## src/verilog/fill_pattern.sv

```systemverilog
//########################################
// RAM write data source. Passes the DDR
// byte or builds a test pattern from the
// write offset inside the current region.
//########################################

module fill_pattern (
    input  logic       clk,
    input  logic       rst_n,
    input  logic [2:0] pattern_sel,
    input  logic       region_start,
    input  logic       ram_ce,
    input  logic [7:0] ddr3_dout,
    output logic [7:0] din
);

    logic [8:0] offset;

    always_ff @(posedge clk) begin
        if (!rst_n || region_start) begin
            offset <= '0;
        end else if (ram_ce) begin
            offset <= offset + 1'b1;
        end
    end

    always_comb begin
        case (pattern_sel)
            3'd0:    din = ddr3_dout;
            3'd1:    din = 8'hFF;
            3'd2:    din = 8'h00;
            3'd3:    din = (offset[8] == offset[1]) ? 8'hFF : 8'h00;  // Pairs, flip at 256
            3'd4:    din = (offset[8] != offset[0]) ? 8'hFF : 8'h00;
            3'd5:    din = offset[7] ? 8'hFF : 8'h00;
            default: din = 8'hFF;
        endcase
    end

endmodule

```

## config.mk

```make
export PLATFORM = sky130hd
export DESIGN_NAME = fill_pattern
export DESIGN_NICKNAME = d
export VERILOG_FILES = /design/src/verilog/fill_pattern.sv
export SDC_FILE = /design/constraint.sdc
export NUM_CORES = 1
export LEC_CHECK = 0
export ABC_CLOCK_PERIOD_IN_PS = 1750
export BUFFER_PORTS_ARGS = -buffer_cell sky130_fd_sc_hd__buf_4
export CAP_MARGIN = 25
export CORE_AREA = 2 2 39 41
export DETAILED_ROUTE_END_ITERATION = 12
export DIE_AREA = 0 0 41 43
export GPL_TIMING_DRIVEN = 0
export PLACE_DENSITY_LB_ADDON = 0.25
export SLEW_MARGIN = 20
export SYNTH_ARGS = -nofsm -noshare
export SYNTH_HDL_FRONTEND = slang
export SYNTH_SLANG_ARGS = --single-unit
```

## constraint.sdc

```tcl
create_clock -name clk -period 1.75 [get_ports clk]
set_clock_uncertainty 0.05 [all_clocks]
set_input_delay 0.0875 -clock clk [delete_from_list [all_inputs] [get_ports clk]]
set_output_delay 0.0875 -clock clk [all_outputs]
set_load 0.02 [all_outputs]
```

# ---- After elaboration in Yosys (flattened, before gate mapping)
# Index checks and enable logic that the tools add are counted.
dict set report totals {
  reg_bits 9
  latch_bits 0
  mem_bits_rw 0
  romBits 0
  out_inout_bits 8
  memories 0
}
dict set report op_classes {
  add_sub_neg 1
  n_mul 0
  div_mod_pow 0
  order_cmp 0
  n_eq_ne 6
  shift 0
  muxes 4
  bitwise_logic 0
  reduce_logical 3
}
# operator count
set op_table {}
lappend op_table {{8-bit case mux with 5 select lines} 1}
lappend op_table {{8-bit two-way mux} 3}
lappend op_table {{9-bit by 1-bit adder with 9-bit output, second input constant} 1}
lappend op_table {{3-bit by 2-bit == test with 1-bit output, second input constant} 2}
lappend op_table {{3-bit == test, second input constant} 2}
lappend op_table {{3-bit zero test} 1}
lappend op_table {{1-bit == test} 1}
lappend op_table {{1-bit zero test} 1}
lappend op_table {{1-bit logical OR} 1}
lappend op_table {{1-bit != test} 1}

# ---- Logic depth before layout (Yosys ltp)
# Gate-level depths: netlist (run 1).
dict set report depth {
  word_depth 3
  mapped_depth 4
}

# ---- Worst setup path after synthesis (run 1)
# No wires, ideal clock.
dict set report synth_timing {
  path_kind {reg2out}
  startpoint {register offset[1]}
  endpoint {output din[0]}
  arrival_time_ps 1193
  t_required_ps 1612
  path_slack_ps 419
  stages_incl_launch_ff 4
  path_buffers 0
  cell_sequence {dfxtp_1 xnor2_1 a311oi_4 nand3_1}
}
dict set report synth_via {
  elab_chain_len 3
}
# item line
set synth_lines {}
lappend synth_lines {{start, declared} 17} ;# logic [8:0] offset;
lappend synth_lines {{start signal, assigned} 23} ;# offset <= offset + 1'b1;
lappend synth_lines {{1-bit == test} 32} ;# 3'd3: din = (offset[8] == offset[1]) ? 8'hFF : 8'h00;
lappend synth_lines {{8-bit two-way mux} 32}
lappend synth_lines {{8-bit case mux with 5 select lines} 28} ;# case (pattern_sel)
lappend synth_lines {{end, declared} 14} ;# output logic [7:0] din
# No other way between the ends.

# ---- Final worst setup path (run 1)
dict set report layout_timing {
  startpoint {register offset[1]}
  endpoint {output din[5]}
}
# The elaborated chain is that of the path after synthesis.

==> results of run 1 <==
==> repair_timing <==
item                       CTS  global route
pin swaps                    1             2
setup endpoints to repair    1             1
gates resized for setup      0             3
gates cloned                 0             0
==> power groups by stage <==
stage / clock, W / sequential [W] / combinational, W
2_1_floorplan: 0 / 0.000213 / 0.0000637
3_3_place_gp: 0 / 0.000214 / 0.000119
3_5_place_dp: 0 / 0.000214 / 0.000122
4_1_cts: 0.000165 / 0.000209 / 0.000122
5_1_grt: 0.000172 / 0.000210 / 0.000131
6_report: 0.000162 / 0.000210 / 0.000121
==> path summary, 6_finish.rpt <==
path,startpoint,to,slack [ps],cells past startpoint
worst min register to register,offset[6],offset[6],460,2
worst max register to register,offset[0],offset[8],350,4
worst min-delay path,region_start,offset[7],50,4
worst max-delay path,offset[1],din[5],50,4
==> cells in the mapped netlist (2+ instances only) <==
cell type / instances / area (sq um)
nand4_1: 4 / 25.02
nor2_1: 6 / 22.52
buf_2: 2 / 10.01
o21ai_0: 11 / 55.05
xor2_1: 4 / 35.03
xnor2_1: 2 / 17.52
dfxtp_1: 9 / 180.2
nand3_1: 8 / 40.04
nand2_1: 4 / 15.01
a21oi_1: 3 / 15.01
or3_1: 3 / 18.77
==> cell families after synthesis <==
group / share of synthesized area [%]
and+or+nand+nor: 31.97
AOI/OAI and AO/OA: 18.95
DFF: 32.88
xor gates and xnor gates: 9.589
buffers and inverters: 2.511
muxes: 1.827
adders and majority gates: 2.283
==> layout by cell type (no fill, tap or decap) <==
| cell | count |
|---|---|
| nor2b_1 | 1 |
| and2_1 | 1 |
| nand4_1 | 4 |
| or4_1 | 1 |
| and3_2 | 1 |
| dfxtp_1 | 7 |
| nand4_2 | 1 |
| ha_1 | 1 |
| nand3_1 | 8 |
| a21oi_1 | 3 |
| xnor2_2 | 1 |
| nor2_1 | 6 |
| nand2_1 | 4 |
| nand2b_1 | 1 |
| mux2i_1 | 1 |
| clkbuf_4 | 3 |
| nand3b_1 | 1 |
| dfxtp_2 | 2 |
| or3_1 | 3 |
| o211ai_1 | 1 |
| xor2_1 | 4 |
| o21ai_0 | 11 |
| buf_2 | 2 |
| clkbuf_1 | 2 |
| xnor2_1 | 1 |
| buf_4 | 21 |
| a311oi_4 | 1 |
==> routing by layer <==
metal	wire (um)	part of all wire [%]	global-route usage (%)	vias up
met1	515	41	14.85	242
met4	31	2.5	12.00	0
met3	124	9.8	3.665	4
met5	0	0	0	-
met2	587	47	27.19	22
li1	-	-	-	297
==> worst register-to-register path, delay by kind of cell (launching register included) <==
| family | cells | cell delay, ps |
|---|---|---|
| AND/OR/NAND/NOR | 2 | 430 |
| AO/OA/AOI/OAI | 1 | 130 |
| flip-flops | 1 | 450 |
| adder cells (fa/ha/maj) | 1 | 270 |
==> per-stage QoR <==
stage                     utilization [%]   power, W  instances  instance area [sq um]
after global placement              52.44  0.0003335        105                  725.7
after floorplan                         -  0.0002771         68                  548.0
after CTS                           54.34  0.0004972        109                  752.0
after global routing                55.06  0.0005131        109                  762.0
after detailed placement            52.44  0.0003362        105                  725.7
final                               55.06  0.0004933        109                  762.0
==> final cells by class <==
class                   instances  area, sq um  area share (%)
flip-flops and latches          9        182.7           23.97
repair buffers                 21        157.7           20.69
multi-input cells              56        361.6           47.45
clock buffers                   4        26.28           3.448
well taps                      16        20.02           2.627
plain buffers                   3        13.76           1.806
==> results.ini, run 1 <==
[outcome]
status = completed

[sta]
max_clock_freq_mhz = 588.1
post-route-period-util_pct = 97.16
whs_ps = 52.60
finalSetupTns_ps = 0
slew_headroom_pct = 73.07
finalHoldViolations = 0
report.final.slew_viol_count = 0
fin_ws_ps = 49.66
setup_violations = 0
rsz0062_at_grt = false
fin_crit_ps = 1700
worst_pin_slew_ps = 403.9

[clocking]
clk_latency_ps = 260
numCtsBuffers = 3
htree_num_levels = 1
cts_tree = done
root_buffer = clkbuf_4
holdBufCountCts = 0
cts_buffer_depth = 2
clk_pin_slew_worst_paths_ps = 60
cts_sinks = 9
post-cts-setup-buffers = 0

[drt]
wl_mm = 1.259
vias_per_cell = 5.183
dr.pass1.iters = 4
drt-initial-drc-count = 7
drc_errors = 0
via_count = 565
routedWlPerCell_um = 11.55
postRouteAntennaNets = 0

[worst_setup_path]
cpLargestDelayFamily = compound AO/OA/AOI/OAI gates
path_buf_inv = 1
start_kind = flip-flop
crit_fanout = 8
crit_path_max_incr_delay_ps = 450
cp_cell_sequence = xnor2_2, a311oi_4, nand3_1, buf_4
setup.worst_path.class = flip-flop to primary output
worstPathRequired_ps = 1610
slowest_stage = a311oi_4
crit_path_end_kind = primary output
cp.arrival_ps = 1560

[pwr]
swShare_pct = 28.20
power_density_nw_per_um2 = 647.4
power.share.clock_pct = 32.9
p_leak_nw = 0.3227
seq_power_share_pct = 42.5
p_comb_share_pct = 24.6
p_sw_w = 0.0001391
ir_worst_vdd_v = 0.0003837
p_int_w = 0.0003542

[floorplanning]
rows = 14
die_h_um = 43
initial_core_util_pct = 39.60
dieWidth_um = 41
io_pins = 23
fp.dieArea_sq_um = 1763
design.core.area_sq_um = 1384

[place]
dp_hpwl_um = 973.2
gp_congestion = 0.7027
placement.io_buffers = 21
pre_cts_slack_ps = 255.8

[synthesis]
synth_ff_type = dfxtp_1
synth_edf_count = 0
ys_types = 23
syn_area_per_cell_sq_um = 8.059
synth_warnings = 0
ys_ff_latch = 9
syn_inst = 68
syn_area_sq_um = 548.0
postSynth.asyncResetShare_pct = 0
mappedNetlistNets = 84
ys_seq_area_share_pct = 32.88

[global_route]
grt-ovfl-total = 0
grt_max_degree = 11
grt_pass1_wl_mm = 1.828
grt_pass1_vias = 464
antenna_found_initial = 0
grtUsageTotal_pct = 15.89

[final_layout]
drive_above_1_share_pct = 34.41
reg.largest.list = offset (9)
n_antenna_cell = 0
fillers = 143
largest-register = offset
largest_reg_flops = 9
nNetsFinal = 110
area_growth_pct = 39.04

[hold_path]
hp-class = primary input to flip-flop

[flow_run]
maxCapViolations = 0

(Power assumes the default switching activity.)
==> inputs of run 2 (changes only) <==
- ABC_CLOCK_PERIOD_IN_PS: 1750 -> 1700
- clock period: 1.75 -> 1.7 ns (I/O delays scaled with it)
==> results.ini, run 2 (synthesis results as in run 1) <==
[floorplanning]
dieWidth_um = 41
fp.dieArea_sq_um = 1763
design.core.area_sq_um = 1384
io_pins = 23
die_h_um = 43
rows = 14
initial_core_util_pct = 39.60

[worst_setup_path]
crit_path_max_incr_delay_ps = 330
r2r_start = offset[0]
cp.arrival_ps = 1470
worstPathRequired_ps = 1560
setup.worst_path.class = flip-flop to primary output
slowest_stage = dfxtp_1
cp_cell_sequence = and3_2, a311oi_4, buf_4, nand3_1, buf_4
start_kind = flip-flop
cpMostUsedCell = buf_4
ff2ff_setup_slack_ps = 300
crit_fanout = 4
reg2reg_depth = 4
regToRegEndpoint = offset[8]
cpLargestDelayFamily = buffers and inverters
crit_path_end_kind = primary output
path_buf_inv = 2

[drt]
postRouteAntennaNets = 0
via_count = 574
drt-initial-drc-count = 7
drc_errors = 0
wl_mm = 1.293
routedWlPerCell_um = 11.65
vias_per_cell = 5.171
dr.pass1.iters = 4

[final_layout]
largest_reg_flops = 9
fillers = 147
largest-register = offset
reg.largest.list = offset (9)
area_growth_pct = 40.18
final_cell_mix = buf_4 (23), o21ai_0 (11), nand3_1 (8), dfxtp_1 (8), nor2_1 (6)
stdcell_area_sq_um = 768.2
final_common_cell = buf_4
n_antenna_cell = 0
final_util_pct = 55.52
drive_above_1_share_pct = 33.68
nNetsFinal = 112

[pwr]
p_comb_share_pct = 25.4
p_sw_w = 0.0001453
swShare_pct = 28.25
p_int_w = 0.0003691
ir_worst_vdd_v = 0.0003956
power_density_nw_per_um2 = 669.7
power.share.clock_pct = 32.7
p_leak_nw = 0.3306
seq_power_share_pct = 41.9

[clocking]
clk_pin_slew_worst_paths_ps = 60
cts_buffer_depth = 2
cts_tree = done
root_buffer = clkbuf_4
cts_sinks = 9
numCtsBuffers = 3
clk_latency_ps = 260
htree_num_levels = 1

[sta]
worst_pin_slew_ps = 375.4
max_clock_freq_mhz = 624.7
finalSetupTns_ps = 0
setup_violations = 0
post-route-period-util_pct = 94.16
fin_crit_ps = 1601
slew_headroom_pct = 74.98
rsz0062_at_grt = false
report.final.slew_viol_count = 0
finalHoldViolations = 0

[global_route]
grt_max_degree = 11
grt_pass1_wl_mm = 1.842
grt-ovfl-total = 0
grtUsageTotal_pct = 16.09
grt_pass1_vias = 461
antenna_found_initial = 0

[hold_path]
hp-class = primary input to flip-flop
worstHoldStart = region_start
hold_depth = 4
hold_end = offset[7]

[flow_run]
maxCapViolations = 0

[outcome]
status = completed

[place]
placement.io_buffers = 21
placed_area_sq_um = 725.7
gp_congestion = 0.7027
dp_hpwl_um = 973.2

## run 2: cell count changes in the layout (fill, tap and decap cells not counted)
cell and delta:
buf_4 +2, dfxtp_1 +1, dfxtp_2 -1, xnor2_1 +1
xnor2_2 -1
## run 2: worst max path at each step
stage,startpoint,to,cells past startpoint
after global routing,offset[7],din[2],5
after CTS,offset[1],din[7],5
after floorplan,offset[1],din[0],3
after detailed placement,offset[1],din[5],4
final,offset[7],din[7],5
after global placement,offset[1],din[5],4
## run 2: repair_timing
item | 4_1_cts | 5_1_grt
hold buffers | 0 | 0
buffers inserted | 2 | 0
resized for setup | 0 | 1
pin swaps | 1 | 0
setup endpoints to repair | 8 | 7
## run 2: stage by stage
stage	worst slack (ps)	total power, W	hold slack (ps)	instances
floorplan	371.9	0.0002853	216.5	68
global placement	241.7	0.0003433	313.7	105
detailed placement	208.3	0.0003461	320.4	105
CTS	42.15	0.0005171	44.03	111
global route	41.26	0.0005338	76.51	111
finish	99.25	0.0005145	48.54	111
## run 2: routing by layer
layer | global-route usage (%) | up-vias | share of wire [%] | routed length [um]
li1 | - | 301 | - | -
met1 | 14.85 | 244 | 40 | 520
met2 | 27.50 | 25 | 47 | 602
met3 | 4.188 | 4 | 11 | 138
met4 | 12.00 | 0 | 2.4 | 31
met5 | 0 | - | 0 | 0
## run 2: final cells by class
cell class | instances | area [sq um] | area share [%]
multi-input combinational | 56 | 354.1 | 46.09
sequential | 9 | 181.4 | 23.62
buffer | 3 | 13.76 | 1.792
timing repair buffer | 23 | 172.7 | 22.48
tap | 16 | 20.02 | 2.606
clock buffer | 4 | 26.28 | 3.420
## run 2: power by group through the flow
stage	Combinational [W]	Clock, W	Sequential (W)
floorplan	0.0000656	0	0.000220
global placement	0.000123	0	0.000220
detailed placement	0.000126	0	0.000220
CTS	0.000131	0.000170	0.000216
global route	0.000141	0.000177	0.000216
finish	0.000130	0.000168	0.000216
## run 2: tightest hold or removal path: cells and delay by family
family | cells | cell delay [ps]
buf+inv | 1 | 80
simple gates | 2 | 80
compound gates | 1 | 70
==> inputs of run 3 (changes only) <==
--- a/config.mk
+++ b/config.mk
@@ -9,3 +9,2 @@
 export BUFFER_PORTS_ARGS = -buffer_cell sky130_fd_sc_hd__buf_4
-export CAP_MARGIN = 25
 export CORE_AREA = 2 2 39 41
==> constraint.sdc (replaced) <==
create_clock -name clk -period 1.7 [get_ports clk]
set_clock_uncertainty 0.05 [all_clocks]
set_input_delay 0.17 -clock clk [delete_from_list [all_inputs] [get_ports clk]]
set_output_delay 0.17 -clock clk [all_outputs]
set_load 0.02 [all_outputs]
==> results.ini, run 3 (synthesis results as in run 1) <==
[pwr]
p_leak_nw = 0.3513
ir_worst_vdd_v = 0.0003867
power_w = 0.0005286
power_density_nw_per_um2 = 639.2

[drt]
dr.pass1.iters = 4
postRouteAntennaNets = 0
vias_per_cell = 5.230
drc_errors = 0
drt-initial-drc-count = 9
wl_mm = 1.338
via_count = 591
routedWlPerCell_um = 11.84

[floorplanning]
die_h_um = 43
io_pins = 23
initial_core_util_pct = 39.60
design.core.area_sq_um = 1384
dieWidth_um = 41
rows = 14
fp.dieArea_sq_um = 1763

[worst_setup_path]
start_kind = flip-flop
r2r_start = offset[2]
regToRegEndpoint = offset[7]
cp.arrival_ps = 1450
slowest_stage = dfxtp_2
reg2reg_depth = 3
crit_fanout = 4
cp_cell_sequence = and3_4, a311oi_4, buf_4, nand3_1, buf_6
setup.worst_path.class = flip-flop to primary output
ff2ff_setup_slack_ps = 360
critPathLaunch = offset[7]
crit_path_max_incr_delay_ps = 330
crit_path_end_kind = primary output
worstPathRequired_ps = 1480

[final_layout]
largest_reg_flops = 9
fillers = 137
area_growth_pct = 50.91
reg.largest.list = offset (9)
n_antenna_cell = 0
drive_above_1_share_pct = 39.18
final_cell_mix = buf_4 (18), o21ai_0 (11), nand3_1 (8)
final_common_cell = buf_4
nNetsFinal = 114
largest-register = offset

[sta]
fin_crit_ps = 1665
fin_ws_ps = 34.71
rsz0062_at_grt = true
slew_headroom_pct = 75.17
worst_pin_slew_ps = 372.5
max_clock_freq_mhz = 600.5
setup_violations = 0
report.final.slew_viol_count = 0
post-route-period-util_pct = 97.96
whs_ps = 128.6
finalHoldViolations = 0

[outcome]
status = completed

[global_route]
antenna_found_initial = 0
grt_pass1_vias = 461
grt_pass1_wl_mm = 1.842
grt_max_degree = 11
grt-ovfl-total = 0
grtUsageTotal_pct = 16.09

[flow_run]
maxCapViolations = 0

[clocking]
cts_buffer_depth = 2
numCtsBuffers = 3
htree_num_levels = 1
cts_sinks = 9
clk_pin_slew_worst_paths_ps = 60
clk_latency_ps = 260
root_buffer = clkbuf_4
cts_tree = done

[hold_path]
hp-class = primary input to flip-flop
hold_depth = 4
hold_end = offset[7]
worstHoldStart = region_start

[place]
pre_cts_slack_ps = 123.3
placement.io_buffers = 21
gp_congestion = 0.7027
dp_hpwl_um = 973.2

==> run 3: cell count changes in the layout (fill, tap and decap cells not counted), sizes merged <==
cell  change
buf       +2
==> run 3: area by class of cell <==
cell class	count	area (sq um)	area share, %
plain buffers	3	13.76	1.664
clock buffers	4	26.28	3.177
multi-input cells	56	365.4	44.18
flip-flops and latches	9	187.7	22.69
well taps	16	20.02	2.421
repair buffers	25	214.0	25.87
==> run 3: routing by layer <==
metal	global-route usage [%]	part of all wire, %	wire, um
met3	4.188	9.8	131
met4	12.00	2.5	34
met2	27.50	48	641
met1	14.85	40	531
met5	0	0	0
==> run 3: worst max-delay path by stage <==
stage                     cells past startpoint  endpoint
after floorplan                               3    din[0]
after global placement                        4    din[5]
after detailed placement                      4    din[5]
after CTS                                     5    din[7]
after global routing                          5    din[1]
final                                         5    din[1]
==> run 3: through the flow <==
step	cells	setup TNS (ps)	util [%]	cell area, sq um
2_1_floorplan	68	0	-	548.0
3_3_place_gp	105	0	52.44	725.7
3_5_place_dp	105	0	52.44	725.7
4_1_cts	111	0	55.52	768.2
5_1_grt	113	-97.85	59.76	827.0
6_report	113	0	59.76	827.0
==> run 3: repair_timing <==
item,4_1_cts,5_1_grt
buffers inserted,2,2
endpoints found under the setup margin,8,8
pin swaps,1,2
resized for setup,1,13
hold buffers,0,0
==> run 3: report_power, final <==
part,internal (W),switching (W)
clock,0.0000906,0.0000768
sequential,0.000211,0.00000325
combinational,0.0000779,0.0000686
total,0.000380,0.000149
==> run 3: critical path: cells and delay by family, from the launching register on <==
kind	cells	cell delay (ps)
AOI/OAI and AO/OA	1	290
DFF	1	330
buffers and inverters	2	330
and+or+nand+nor	2	240
