File: config.mk
export PLATFORM = sky130hd
export DESIGN_NAME = upload_tracker
export DESIGN_NICKNAME = d
export VERILOG_FILES = /design/src/verilog/msx_pkg.sv /design/src/verilog/load_pkg.sv /design/src/verilog/upload_tracker.sv
export VERILOG_INCLUDE_DIRS = /design/src /design/src/verilog
export SDC_FILE = /design/constraint.sdc
export NUM_CORES = 1
export LEC_CHECK = 0
export BUFFER_PORTS_ARGS = -buffer_cell sky130_fd_sc_hd__buf_4
export CAP_MARGIN = 20
export CORE_ASPECT_RATIO = 0.7
export CORE_MARGIN = 2
export CORE_UTILIZATION = 39
export CTS_BUF_LIST = sky130_fd_sc_hd__clkbuf_8
export DETAILED_ROUTE_END_ITERATION = 8
export MAX_ROUTING_LAYER = met4
export PLACE_DENSITY = 0.87
export REMOVE_ABC_BUFFERS = 1
export SYNTH_ARGS = -nofsm -noshare
export SYNTH_HDL_FRONTEND = slang
export SYNTH_SLANG_ARGS = --single-unit
File: constraint.sdc
create_clock -name clk -period 3.04 [get_ports clk]
set_input_delay 0.912 -clock clk [delete_from_list [all_inputs] [get_ports clk]]
set_output_delay 0.912 -clock clk [all_outputs]
set_load 0.1 [all_outputs]
File: src/verilog/loader_params.svh
//########################################
// Loader constants: table sizes, address
// widths, record layout and signature.
// Include where a width or offset is used.
//########################################
`ifndef LOADER_PARAMS_SVH
`define LOADER_PARAMS_SVH

`define LD_SLOT_BLOCKS  64
`define LD_RAM_REFS     16
`define LD_REC_BYTES    16
`define LD_BLOCK_SHIFT  14      // 16 KB size unit
`define LD_IMG_INDEX    1       // Download index of the machine image

`define LD_SIG0         8'h4D   // 'M'
`define LD_SIG1         8'h53   // 'S'
`define LD_SIG2         8'h58   // 'X'

`define LD_REC_TYPE     3       // Type in [7:4], slot/subslot in [3:0]
`define LD_REC_ID       4
`define LD_REC_SIZE_HI  5
`define LD_REC_SIZE_LO  6
`define LD_REC_MAPPER   8
`define LD_REC_MODE     9
`define LD_REC_PARAM    10
`define LD_REC_PATTERN  11

`define LD_DDR_AW       28
`define LD_RAM_AW       27
`define LD_IMG_AW       27

`endif
File: src/verilog/msx_pkg.sv
//########################################
// Machine-side types: slot layout blocks,
// RAM lookup entries and BIOS config.
// Shared by the loader and the MSX core.
//########################################
`include "loader_params.svh"

package msx_pkg;

    typedef enum logic [7:0] {
        MAPPER_NONE       = 8'h00,
        MAPPER_ASCII8     = 8'h01,
        MAPPER_ASCII16    = 8'h02,
        MAPPER_KONAMI     = 8'h03,
        MAPPER_KONAMI_SCC = 8'h04,
        MAPPER_UNUSED     = 8'hFF      // Empty block
    } mapper_t;

    // Other device codes pass through from records unchanged
    typedef enum logic [7:0] {
        DEVICE_NONE = 8'h00,
        DEVICE_FDC  = 8'h03
    } mem_device_t;

    typedef enum logic [1:0] {
        MSX1,
        MSX2,
        MSX2P,
        MSXTR
    } msx_typ_t;

    typedef logic [3:0] ram_ref_t;

    typedef struct packed {
        mapper_t     mapper;
        mem_device_t device;
        ram_ref_t    ref_ram;
        logic [1:0]  offset_ram;       // 16 KB page within region
        logic        external;
    } slot_block_t;

    typedef struct packed {
        logic [`LD_RAM_AW-1:0] addr;
        logic [15:0]           size;   // In 16 KB units
        logic                  ro;
    } ram_lookup_t;

    typedef struct packed {
        logic [7:0] ram_size;
        logic       use_fdc;
        logic [3:0] slot_expander_en;
        msx_typ_t   msx_typ;
    } bios_config_t;

endpackage

File: src/verilog/load_pkg.sv
//########################################
// Loader-side types: addresses, record
// and data ids, sequencer states and the
// RAM write and block store bundles.
//########################################
`include "loader_params.svh"

package load_pkg;

    typedef logic [`LD_DDR_AW-1:0] ddr_addr_t;
    typedef logic [`LD_RAM_AW-1:0] ram_addr_t;
    typedef logic [`LD_IMG_AW-1:0] img_size_t;
    typedef logic [3:0]            slot_sel_t;   // Slot [3:2], subslot [1:0]

    typedef enum logic [3:0] {
        REC_NONE,
        REC_FW,
        REC_SLOT_A,
        REC_SLOT_B,
        REC_SLOT_INTERNAL,
        REC_DEVICE,
        REC_CONFIG,
        REC_KBD_LAYOUT
    } rec_type_t;

    typedef enum logic [7:0] {
        DATA_NONE = 8'h00,
        DATA_ROM  = 8'h01,
        DATA_RAM  = 8'h02
    } data_id_t;

    typedef enum logic [2:0] {
        ST_IDLE,
        ST_CLEAN,
        ST_READ_REC,
        ST_READ_BYTE,
        ST_CHECK,
        ST_FILL,
        ST_FILL2,
        ST_STORE
    } ld_state_t;

    typedef struct packed {
        ram_addr_t  addr;
        logic [7:0] din;
        logic       ce;
    } ram_wr_t;

    typedef struct packed {
        slot_sel_t            slot_sel;
        logic [7:0]           mode;      // Four 2-bit fields, block 0 in [1:0]
        logic [7:0]           param;
        msx_pkg::mapper_t     mapper;
        msx_pkg::mem_device_t device;
        msx_pkg::ram_ref_t    ref_ram;
        data_id_t             data_id;
        logic                 stb;
    } block_store_t;

endpackage

File: src/verilog/upload_tracker.sv
//########################################
// Watches the host download. At the end of
// an image download it keeps the size and
// starts a load; reload restarts one.
//########################################
`include "loader_params.svh"

module upload_tracker (
    input  logic                clk,
    input  logic                rst_n,
    input  logic                ioctl_download,
    input  logic [15:0]         ioctl_index,
    input  load_pkg::img_size_t ioctl_addr,
    input  logic                reload,
    output load_pkg::img_size_t img_size,
    output logic                load_start
);

    logic download_q;
    logic image_done;

    assign image_done = download_q && !ioctl_download &&
                        ioctl_index == 16'(`LD_IMG_INDEX);

    always_ff @(posedge clk) begin
        if (!rst_n) begin
            download_q <= 1'b0;
            load_start <= 1'b0;
        end else begin
            download_q <= ioctl_download;
            load_start <= image_done || reload;
        end
    end

    always_ff @(posedge clk) begin
        if (image_done) img_size <= ioctl_addr;   // Byte count of image
    end

endmodule

After elaboration in Yosys (flattened, before gate mapping)
Cells that the tools add are included.
Widths: inputs -> output; s select.
{"block": "op_classes", "eq_ne": 1, "reduce_logical": 4}
{"cell": "$eq 16x1->1 const B", "count": 1}
{"cell": "$logic_and 1x1->1", "count": 2}
{"cell": "$logic_not 1->1", "count": 1}
{"cell": "$logic_or 1x1->1", "count": 1}
{"block": "totals", "regBits": 29, "input_bits": 47, "output_inout_bits": 28, "elab_cells": 8}

Logic depth before layout (Yosys ltp)
Gate-level depths: netlist of run 1.
{"block": "logic_depth", "ltp_word": 4, "mapped_depth": 3, "depth_no_buf": 3}

Least setup slack after synthesis of run 1
No wires, ideal clock.
{"block": "synth_timing", "kind": "input -> register", "start": "input port ioctl_index[9]", "end": "register img_size[0] (enable)", "setup_time_ns": 0.386, "t_arrival_ns": 2.292, "t_required_ns": 2.654, "path_slack_ns": 0.362, "stages": 3, "n_path_buf": 0, "cell_sequence": "or4b_1 nor3_1 and4_1"}
{"block": "synth_via", "elab_chain_len": 2}
{"item": "start: declaration", "line_no": "upload_tracker.sv:12", "rtl": "input logic [15:0] ioctl_index,"}
{"item": "$eq 16x1->1", "line_no": "upload_tracker.sv:23", "rtl": "ioctl_index == 16'(`LD_IMG_INDEX);"}
{"item": "$logic_and 1x1->1", "line_no": "upload_tracker.sv:22", "rtl": "assign image_done = download_q && !ioctl_download &&"}
{"item": "net image_done", "line_no": "upload_tracker.sv:20", "rtl": "logic image_done;"}
{"item": "end signal: assignment", "line_no": "upload_tracker.sv:36", "rtl": "if (image_done) img_size <= ioctl_addr;"}
{"item": "end: declaration", "line_no": "upload_tracker.sv:15", "rtl": "output load_pkg::img_size_t img_size,"}
The timed path passes the listed nets, and every way through them passes these cells.
A chain may end at the register's enable or synchronous reset.

Worst setup path in the final report of run 1
{"block": "layout_timing", "start": "input port ioctl_index[9]", "end": "register img_size[17] (enable)"}
Same word-level chain as after synthesis.

==> results of run 1 <==
==> flip-flops by register name, summed over array words and instances (netlist names) <==
register    flops
load_start      1
img_size       27
download_q      1
==> cells by family (layout without fill, tap and decap cells) <==
family | after synthesis | in the layout | synth area share, %
simple gates | 12 | 12 | 8.31
buf+inv | 0 | 84 | 0
flops | 29 | 29 | 91.2
compound gates | 1 | 1 | 0.536
==> power by group through the flow <==
stage	clock network [mW]	logic (mW)	registers, mW
after global routing	0.303	0.0602	0.438
final	0.273	0.0558	0.438
after global placement	0	0.0548	0.446
after detailed placement	0	0.0564	0.446
after CTS	0.283	0.0564	0.438
after floorplan	0	0.00301	0.451
==> worst register-to-register path, cell delays in order, from the launching register on <==
cell and delay (ps):
sky130_fd_sc_hd__dfxtp_1 310, sky130_fd_sc_hd__nor4b_1 350, sky130_fd_sc_hd__and4_1 270, sky130_fd_sc_hd__buf_4 230
==> synthesized netlist by cell type <==
master | number | area share, %
sky130_fd_sc_hd__and2_1 | 1 | 0.67
sky130_fd_sc_hd__and4_1 | 1 | 0.94
sky130_fd_sc_hd__dfxtp_1 | 2 | 4.3
sky130_fd_sc_hd__edfxtp_1 | 27 | 87
sky130_fd_sc_hd__nand2_1 | 1 | 0.40
sky130_fd_sc_hd__nand3_1 | 2 | 1.1
sky130_fd_sc_hd__nor2_1 | 1 | 0.40
sky130_fd_sc_hd__nor3_1 | 1 | 0.54
sky130_fd_sc_hd__nor4_1 | 2 | 1.3
sky130_fd_sc_hd__nor4b_1 | 2 | 1.9
sky130_fd_sc_hd__o21ai_0 | 1 | 0.54
sky130_fd_sc_hd__or4b_1 | 1 | 1.1
==> cells in the final DEF (no fill, tap or decap), types with 2 or more instances in the layout <==
cell type                  Yosys  final
sky130_fd_sc_hd__clkinv_1      0      2
sky130_fd_sc_hd__buf_4         0     76
sky130_fd_sc_hd__edfxtp_1     27     27
sky130_fd_sc_hd__nor4_1        2      2
sky130_fd_sc_hd__nor4b_1       2      2
sky130_fd_sc_hd__clkbuf_8      0      5
sky130_fd_sc_hd__nand3_1       2      2
sky130_fd_sc_hd__dfxtp_1       2      2
==> per-layer routing <==
metal | track usage [%] | wire length [um] | part of all wire, % | vias to the layer above
li1 | - | - | - | 336
met1 | 15.0 | 696 | 35 | 319
met2 | 29.0 | 1000 | 50 | 55
met3 | 6.98 | 286 | 14 | 0
met4 | 6.67 | 0 | 0 | 0
met5 | - | 0 | 0 | -
==> final cells by class <==
class / instances / share of cell area (%)
Tap cell: 32 / 2.46
Clock buffer: 5 / 4.23
Timing Repair Buffer: 76 / 35.1
Sequential cell: 29 / 52.3
Multi-Input combinational cell: 13 / 5.08
Clock inverter: 3 / 0.770
==> how the worst max path moves through the flow <==
stage | from | endpoint | slack, ps | depth (start not counted)
after floorplan | ioctl_index[9] | img_size[0] | 360 | 3
after global placement | ioctl_index[9] | img_size[25] | 640 | 5
after detailed placement | ioctl_index[9] | img_size[4] | 620 | 5
after CTS | ioctl_index[9] | img_size[17] | 900 | 5
after global routing | ioctl_index[9] | img_size[17] | 830 | 5
final | ioctl_index[9] | img_size[17] | 910 | 5
==> through the flow <==
stage	total power, mW	util (%)	setup WS [ps]
after floorplan	0.454	-	362
after global placement	0.501	70.0	643
after detailed placement	0.502	70.0	621
after CTS	0.777	73.6	902
after global routing	0.800	73.6	833
final	0.767	73.6	907
==> results list, run 1 <==
- Result of the run: finished clean
* Switching power of the nets: approximately 0.14 mW
- Count of max-cap constraint violations: 0
* Crit end category: flip-flop
- Counting cells, the worst reg-to-reg path comes to 3.
- The floorplan step set the die width to about 62 um.
* Master cell of the clock root buffer: sky130_fd_sc_hd__clkbuf_8
- Final slew viol count: 0
- Sequential cells were found to cover between 90% and 100% of the synthesized design area.
- The clock passes through at most 2 buffers.
* Num rows: 14
* Floorplan core area: 0.00221 mm^2
* Terminus of the critical flop-to-flop path: img_size[17]
- Peak supply drop: between 0.3 and 0.4 mV
- Depth of the CTS H-tree: 2
- The first global-routing pass estimated ~3100 um of wire.
- The setup check on the worst reg-to-reg path leaves a slack of 1570 ps.
- Combined buffer and inverter count along the critical path: 2
- The startpoint identified for the worst register-to-register timing path is download_q.
- For this run, design rule violations remaining after detail routing come to 0.
* Share of total power in sequential cells: ~57%
* Routed wirelength normalized by instance count: between 10 and 15 um
* Syn avg cell area: around 22 um^2
- Wires add up to between 1500 and 2000 um.
- Tcrit/Tclk final: between 70% and 80%
* Count of nets left with antenna violations after detail routing: 0
* Non-Filler Instances: around 160
- Critical Path Fanout Max: 15
- Cell area after placement: about 0.0015 mm^2
* Power share of the combinational group: ~7.3%
- The finished cells cover around 0.0016 mm^2.
- TritonCTS built the clock tree.
* Share of post-route cells with drive strength above 1: between 60% and 70%
- The via count of the first global-routing pass is approximately 740.
- The number of antenna diodes in the final layout is 0.
- At the worst endpoint, the required time is around 3000 ps.
- Final-layout fill cell count: approximately 160
- Top delay family on crit path: simple AND/OR/NAND/NOR gates
- Cell-internal power: roughly 0.63 mW
- The total count of hold-check failures in the final report was 0.
* CTS Buf Count: 5
* Placed Instances: 150
* Largest incremental delay on the critical path: 500 ps
- Max-slew headroom at the worst pin: 72.6%
- The critical path is of the in -> reg type.
* CTS sink cnt: 29
- For this design, the CTS-stage hold fixing added 0 buffers.
* Tmin final: between 2000 and 2500 ps
* Num ports: 75
* Startpoint Class: primary input
* Cell mode on critical path: sky130_fd_sc_hd__buf_4
* Pin count of the biggest net entering global routing: 16
* Final total negative setup slack: 0 ps
- Final Wtd Congestion: between 0.6 and 0.7
- Vias: 710
- Area growth syn-to-layout: 74.1%
- Signal arrival time at the worst endpoint: between 2000 and 2500 ps
- Post-CTS setup-driven buffer insertion count: 0
* Destination of the worst hold path: load_start
* Switching fraction of total power: 17.9%
- Once the floorplan was initialized, standard cells occupied 42.3% of the core.
- P_leak: approximately 0.69 nW
- Across the routed clock network, the largest skew measured is around 2.3 ps.
- For this run the aggregate overflow at the end of global routing stands at 0.
- Synthesis inferred 29 register bits.
* I/O Buffers: between 70 and 80
- Initial antenna violation count: 0
- In this run, the clock network consumes a little over a third of the power.
- Worst skew pair latency: 260 ps
- In the synthesized netlist, the number of instances is 42.
- Setup repair after global routing missed its margin: no
* Cells resized by post-CTS repair: 0
* Number of cells on the worst hold path: 3
- Dividing total power by cell area gives a power density of 472 mW/mm^2.
* Worst min-delay path category: reg -> reg
- Length of the first detailed-routing pass in iterations: 3
- Die Y-Extent: 44.9 um
- Area taken by flip-flops and latches: about 850 um^2
- The cell area that synthesis handed to floorplanning was 933 um^2.
- Number of nets in the finished design: between 150 and 200
* HPWL Detailed: between 1500 and 2000 um
- For this run, the number of Yosys warnings is 0.
- Number of endpoints failing setup at the final stage: 0
* Max Clk Rate: 0.469 GHz
- Hold wc startpoint: download_q
- Global-route usage over all layers: 15.9%
- Hold timing on the final database bottoms out at a slack of 632 ps.
* Area of the multi-input gates: 82.6 um^2
- For this block, the initial DRC count from the detailed router was 6.
- The largest individual stage delay along the critical path comes from the cell sky130_fd_sc_hd__or4b_1.
- Die ar.: around 0.0028 mm^2
- CTS clock-pin slew for the worst setup and hold paths: 60 ps
- Cells along the critical path: buf_4 -> or4b_1 -> nor3_1 -> and4_1 -> buf_4
- For the pin with the worst max-slew slack, the measured transition is about 410 ps.
- Post-DR vias/cell: about 4.5
- Synthesis instantiated 12 different standard cells from the library.
Power figures use the tool's default switching activity.
==> run 2, diff against run 1 <==
--- a/config.mk
+++ b/config.mk
@@ -6,15 +6,16 @@
 export SDC_FILE = /design/constraint.sdc
 export NUM_CORES = 1
 export LEC_CHECK = 0
+export ABC_AREA = 1
 export BUFFER_PORTS_ARGS = -buffer_cell sky130_fd_sc_hd__buf_4
 export CAP_MARGIN = 20
 export CORE_ASPECT_RATIO = 0.7
 export CORE_MARGIN = 2
-export CORE_UTILIZATION = 39
+export CORE_UTILIZATION = 36
 export CTS_BUF_LIST = sky130_fd_sc_hd__clkbuf_8
 export DETAILED_ROUTE_END_ITERATION = 8
 export MAX_ROUTING_LAYER = met4
-export PLACE_DENSITY = 0.87
+export PLACE_DENSITY = 0.85
 export REMOVE_ABC_BUFFERS = 1
 export SYNTH_ARGS = -nofsm -noshare
 export SYNTH_HDL_FRONTEND = slang
==> constraint.sdc (replaced) <==
create_clock -name clk -period 1.8 [get_ports clk]
set_input_delay 0.54 -clock clk [delete_from_list [all_inputs] [get_ports clk]]
set_output_delay 0.54 -clock clk [all_outputs]
set_load 0.1 [all_outputs]
==> results list, run 2 <==
- The routed layout has 692 vias.
- The register with the most flip-flops in the layout has 27 of them.
* Max clock buf depth: 2
- Sequential cells were found to cover 90.5% of the synthesized design area.
* Width of the chip: around 65 um
* Startpoint Class: flip-flop
- Worst min-delay path category: in -> reg
- Initial core utilization: between 30% and 40%
- Switching power of the nets: 0.249 mW
* Slew of the pin with the lowest slew margin: between 200 and 300 ps
- The via count of the first global-routing pass is 686.
- The signal on the critical path passes through buf_4.
- Most numerous cell types in the synthesized netlist: sky130_fd_sc_hd__edfxtp_1, sky130_fd_sc_hd__nor2_1, sky130_fd_sc_hd__nand2_1
* Global-route wire length before repair: 3110 um
* Crit end category: output port
* Syn avg cell area: roughly 19 um^2
* Number of design rule violations left after detail routing: 0
- The setup path with the least slack is of type reg -> out.
* Die Y-Extent: about 47 um
- Dividing the final minimum period by the clock period gives between 80% and 90%.
- Critical R2R Launch: download_q
- The run finished with clean final reports.
- Dividing total power by cell area gives a power density of 878 mW/mm^2.
* Reg2reg setup slack: ~530 ps
- Number of cells on the worst hold path: 1
* Share of post-route cells with drive strength above 1: 61.9%
- Setup repair after global routing missed its margin: no
- In this run the critical register-to-register path is captured at img_size[16].
- Top FF cell, synth: sky130_fd_sc_hd__edfxtp_1
- Tmin final: 1450 ps
- img_size holds more flip-flops than any other register.
* Pin count of the biggest net entering global routing: 16
* Distinct cells, synth: 9
- Global-route usage over all layers: around 16%
- After legalization and detailed placement, the total HPWL measured roughly 1700 um.
- Critical Path Fanout Max: 1
- In this run the number of cells on the critical path is 1.
- Final-layout worst hold slack: approximately 440 ps
- Post-CTS Hold Fix Bufs: 0
* Hold Violations, Final: 0
* Final cell area excluding filler cells: 0.00166 mm^2
* Top delay family on crit path: flip-flops
- Power share of the combinational group: 6.7%
- In this run switching power makes up ~17% of total power.
- Gate count after technology mapping: 50
* Initial DRC Count: 10
- Reg2reg path depth: 5
- Grt total ovfl: 0
- Cell-internal power: approximately 1.2 mW
* Peak supply drop: around 0.56 mV
- The final number of max-transition violations was 0.
* Area growth syn-to-layout: 76.6%
- Total Power: 1.46 mW
- At the later pin of the worst-skew pair, clock insertion delay measures around 270 ps.
- TritonCTS built the clock tree.
* Final antenna diode count: 0
- In this run the tool buffered the top-level ports with between 70 and 80 buffer cells.
* Cells resized by post-CTS repair: 0
* Cell area after placement: 0.00155 mm^2
* Number of synthesized register bits: 29
- Most common cell after layout, fill and taps aside: sky130_fd_sc_hd__buf_4
* Final Wtd Congestion: about 0.70
- Of all cell types, the one taking the most synthesized area is sky130_fd_sc_hd__edfxtp_1.
- The number of antenna violations at the first check in global routing was 0.
- Floorplan core area: 0.00248 mm^2
* Top cells by area in the synthesized netlist: sky130_fd_sc_hd__edfxtp_1, sky130_fd_sc_hd__dfxtp_1, sky130_fd_sc_hd__nor2_1
- In the post-synthesis netlist, the cell with the most instances is sky130_fd_sc_hd__edfxtp_1.
- The die covers ~0.0030 mm^2.
- Worst setup skew after layout: around 2.7 ps
* Length of the first detailed-routing pass in iterations: 4
* P_leak: approximately 0.74 nW
* Master cell of the clock root buffer: sky130_fd_sc_hd__clkbuf_8
* CP max-delay cell: sky130_fd_sc_hd__edfxtp_1
- Using the TritonRoute via totals, the vias-per-cell ratio works out to 4.12.
- Synth top area share: ~86%
- Routed wirelength normalized by instance count: between 10 and 15 um
* Warning count from the yosys run: 0
- At the worst endpoint, the required time is 1260 ps.
- Final-layout fill cell count: between 150 and 200
* Top library cells by usage in the layout, fill and taps aside: sky130_fd_sc_hd__buf_4, sky130_fd_sc_hd__edfxtp_1, sky130_fd_sc_hd__nor2_1
* Num rows: 15
- In this design, the stage delay of the slowest critical-path cell is between 300 and 400 ps.
* Count of max-cap constraint violations: 0
- In this run the cell area of the synthesized design comes to roughly 940 um^2.
- Post-CTS timing repair inserted 0 buffers for setup.
* CTS sink cnt: 29
- Max Clk Rate: roughly 0.69 GHz
- Hold wc startpoint: ioctl_addr[5]
* CTS clock-pin slew for the worst setup and hold paths: 60 ps
- Destination of the worst hold path: img_size[5]
- In this run, CTS created clock tree buffers numbering 5.
- Registers with the highest flip-flop counts: img_size x27, download_q x1, load_start x1
- Max-slew headroom at the worst pin: about four fifths
* Share of total power in sequential cells: 50.7%
- Number of nets in the finished design: 180
* Depth of the CTS H-tree: 2
- Detailed Route WL: 2160 um
- The clock network accounts for between 40 and 50% of the total power.
- Counting flops with an async set or reset pin after synthesis yields a share of 0%.
* Num ports: 75
- Number of endpoints failing setup at the final stage: 0
* Signal arrival time at the worst endpoint: between 900 and 1000 ps
* Number of flops mapped to enable cells by yosys: 27
- In this run the remaining antenna-violating nets after routing total 0.
* Combined buffer and inverter count along the critical path: 1
[run 2: cell count changes in the layout (fill, tap and decap cells not counted), sizes merged]
cell / before / now
nor4: 2 / 0
nor2: 1 / 8
or4b: 1 / 0
a21oi: 0 / 1
nand3: 2 / 1
clkinv: 3 / 1
o21ai: 1 / 0
nand2: 1 / 5
and4: 1 / 0
bufinv: 0 / 1
or2: 0 / 1
inv: 0 / 5
nor4b: 2 / 0
and2: 1 / 0
[run 2: per-layer routing]
layer  routed length (um)  share of wire (%)  GRT usage (%)  vias to the layer above
li1                     -                  -              -                      341
met1                  799                 37           15.0                      300
met2                 1060                 49           27.0                       47
met3                  267                 12           8.15                        4
met4                   30                1.4           6.67                        0
met5                    0                  0              -                        -
[run 2: cell families after synthesis]
family / after synthesis / synth area share [%]
AO/OA/AOI/OAI: 1 / 0.932
buffers and inverters: 4 / 1.60
flip-flops: 29 / 90.5
AND/OR/NAND/NOR: 16 / 6.92
[run 2: power groups by stage]
stage	clock [mW]	combinational, mW	sequential, mW
4_1_cts	0.638	0.0986	0.739
5_1_grt	0.660	0.105	0.739
3_3_place_gp	0	0.0942	0.753
2_1_floorplan	0	0.00799	0.762
6_report	0.620	0.0974	0.739
3_5_place_dp	0	0.0977	0.753
[run 2: per-stage QoR]
stage	setup TNS, ps	cells	utilization [%]	setup slack (ps)
2_1_floorplan	-2400	50	-	-89.1
3_3_place_gp	0	160	62.7	108
3_5_place_dp	0	160	62.7	90.7
4_1_cts	0	168	67.0	333
5_1_grt	0	168	67.0	280
6_report	0	168	67.0	348
[run 2: cell type report]
cell class	instances	area (um^2)	share of cell area [%]
inverter	4	15.0	0.905
timing repair buffer	76	571	34.4
tap	34	42.5	2.56
multi-input combinational	17	73.8	4.45
clock buffer	5	68.8	4.15
sequential	29	851	51.3
clock inverter	3	37.5	2.26
[run 2: worst max path at each step]
stage	startpoint	end	slack [ps]
6_report	img_size[6]	img_size[6]	350
5_1_grt	ioctl_index[3]	img_size[16]	280
4_1_cts	img_size[6]	img_size[6]	330
3_5_place_dp	ioctl_index[3]	img_size[16]	90
3_3_place_gp	ioctl_index[3]	img_size[25]	110
2_1_floorplan	ioctl_index[3]	img_size[0]	-90
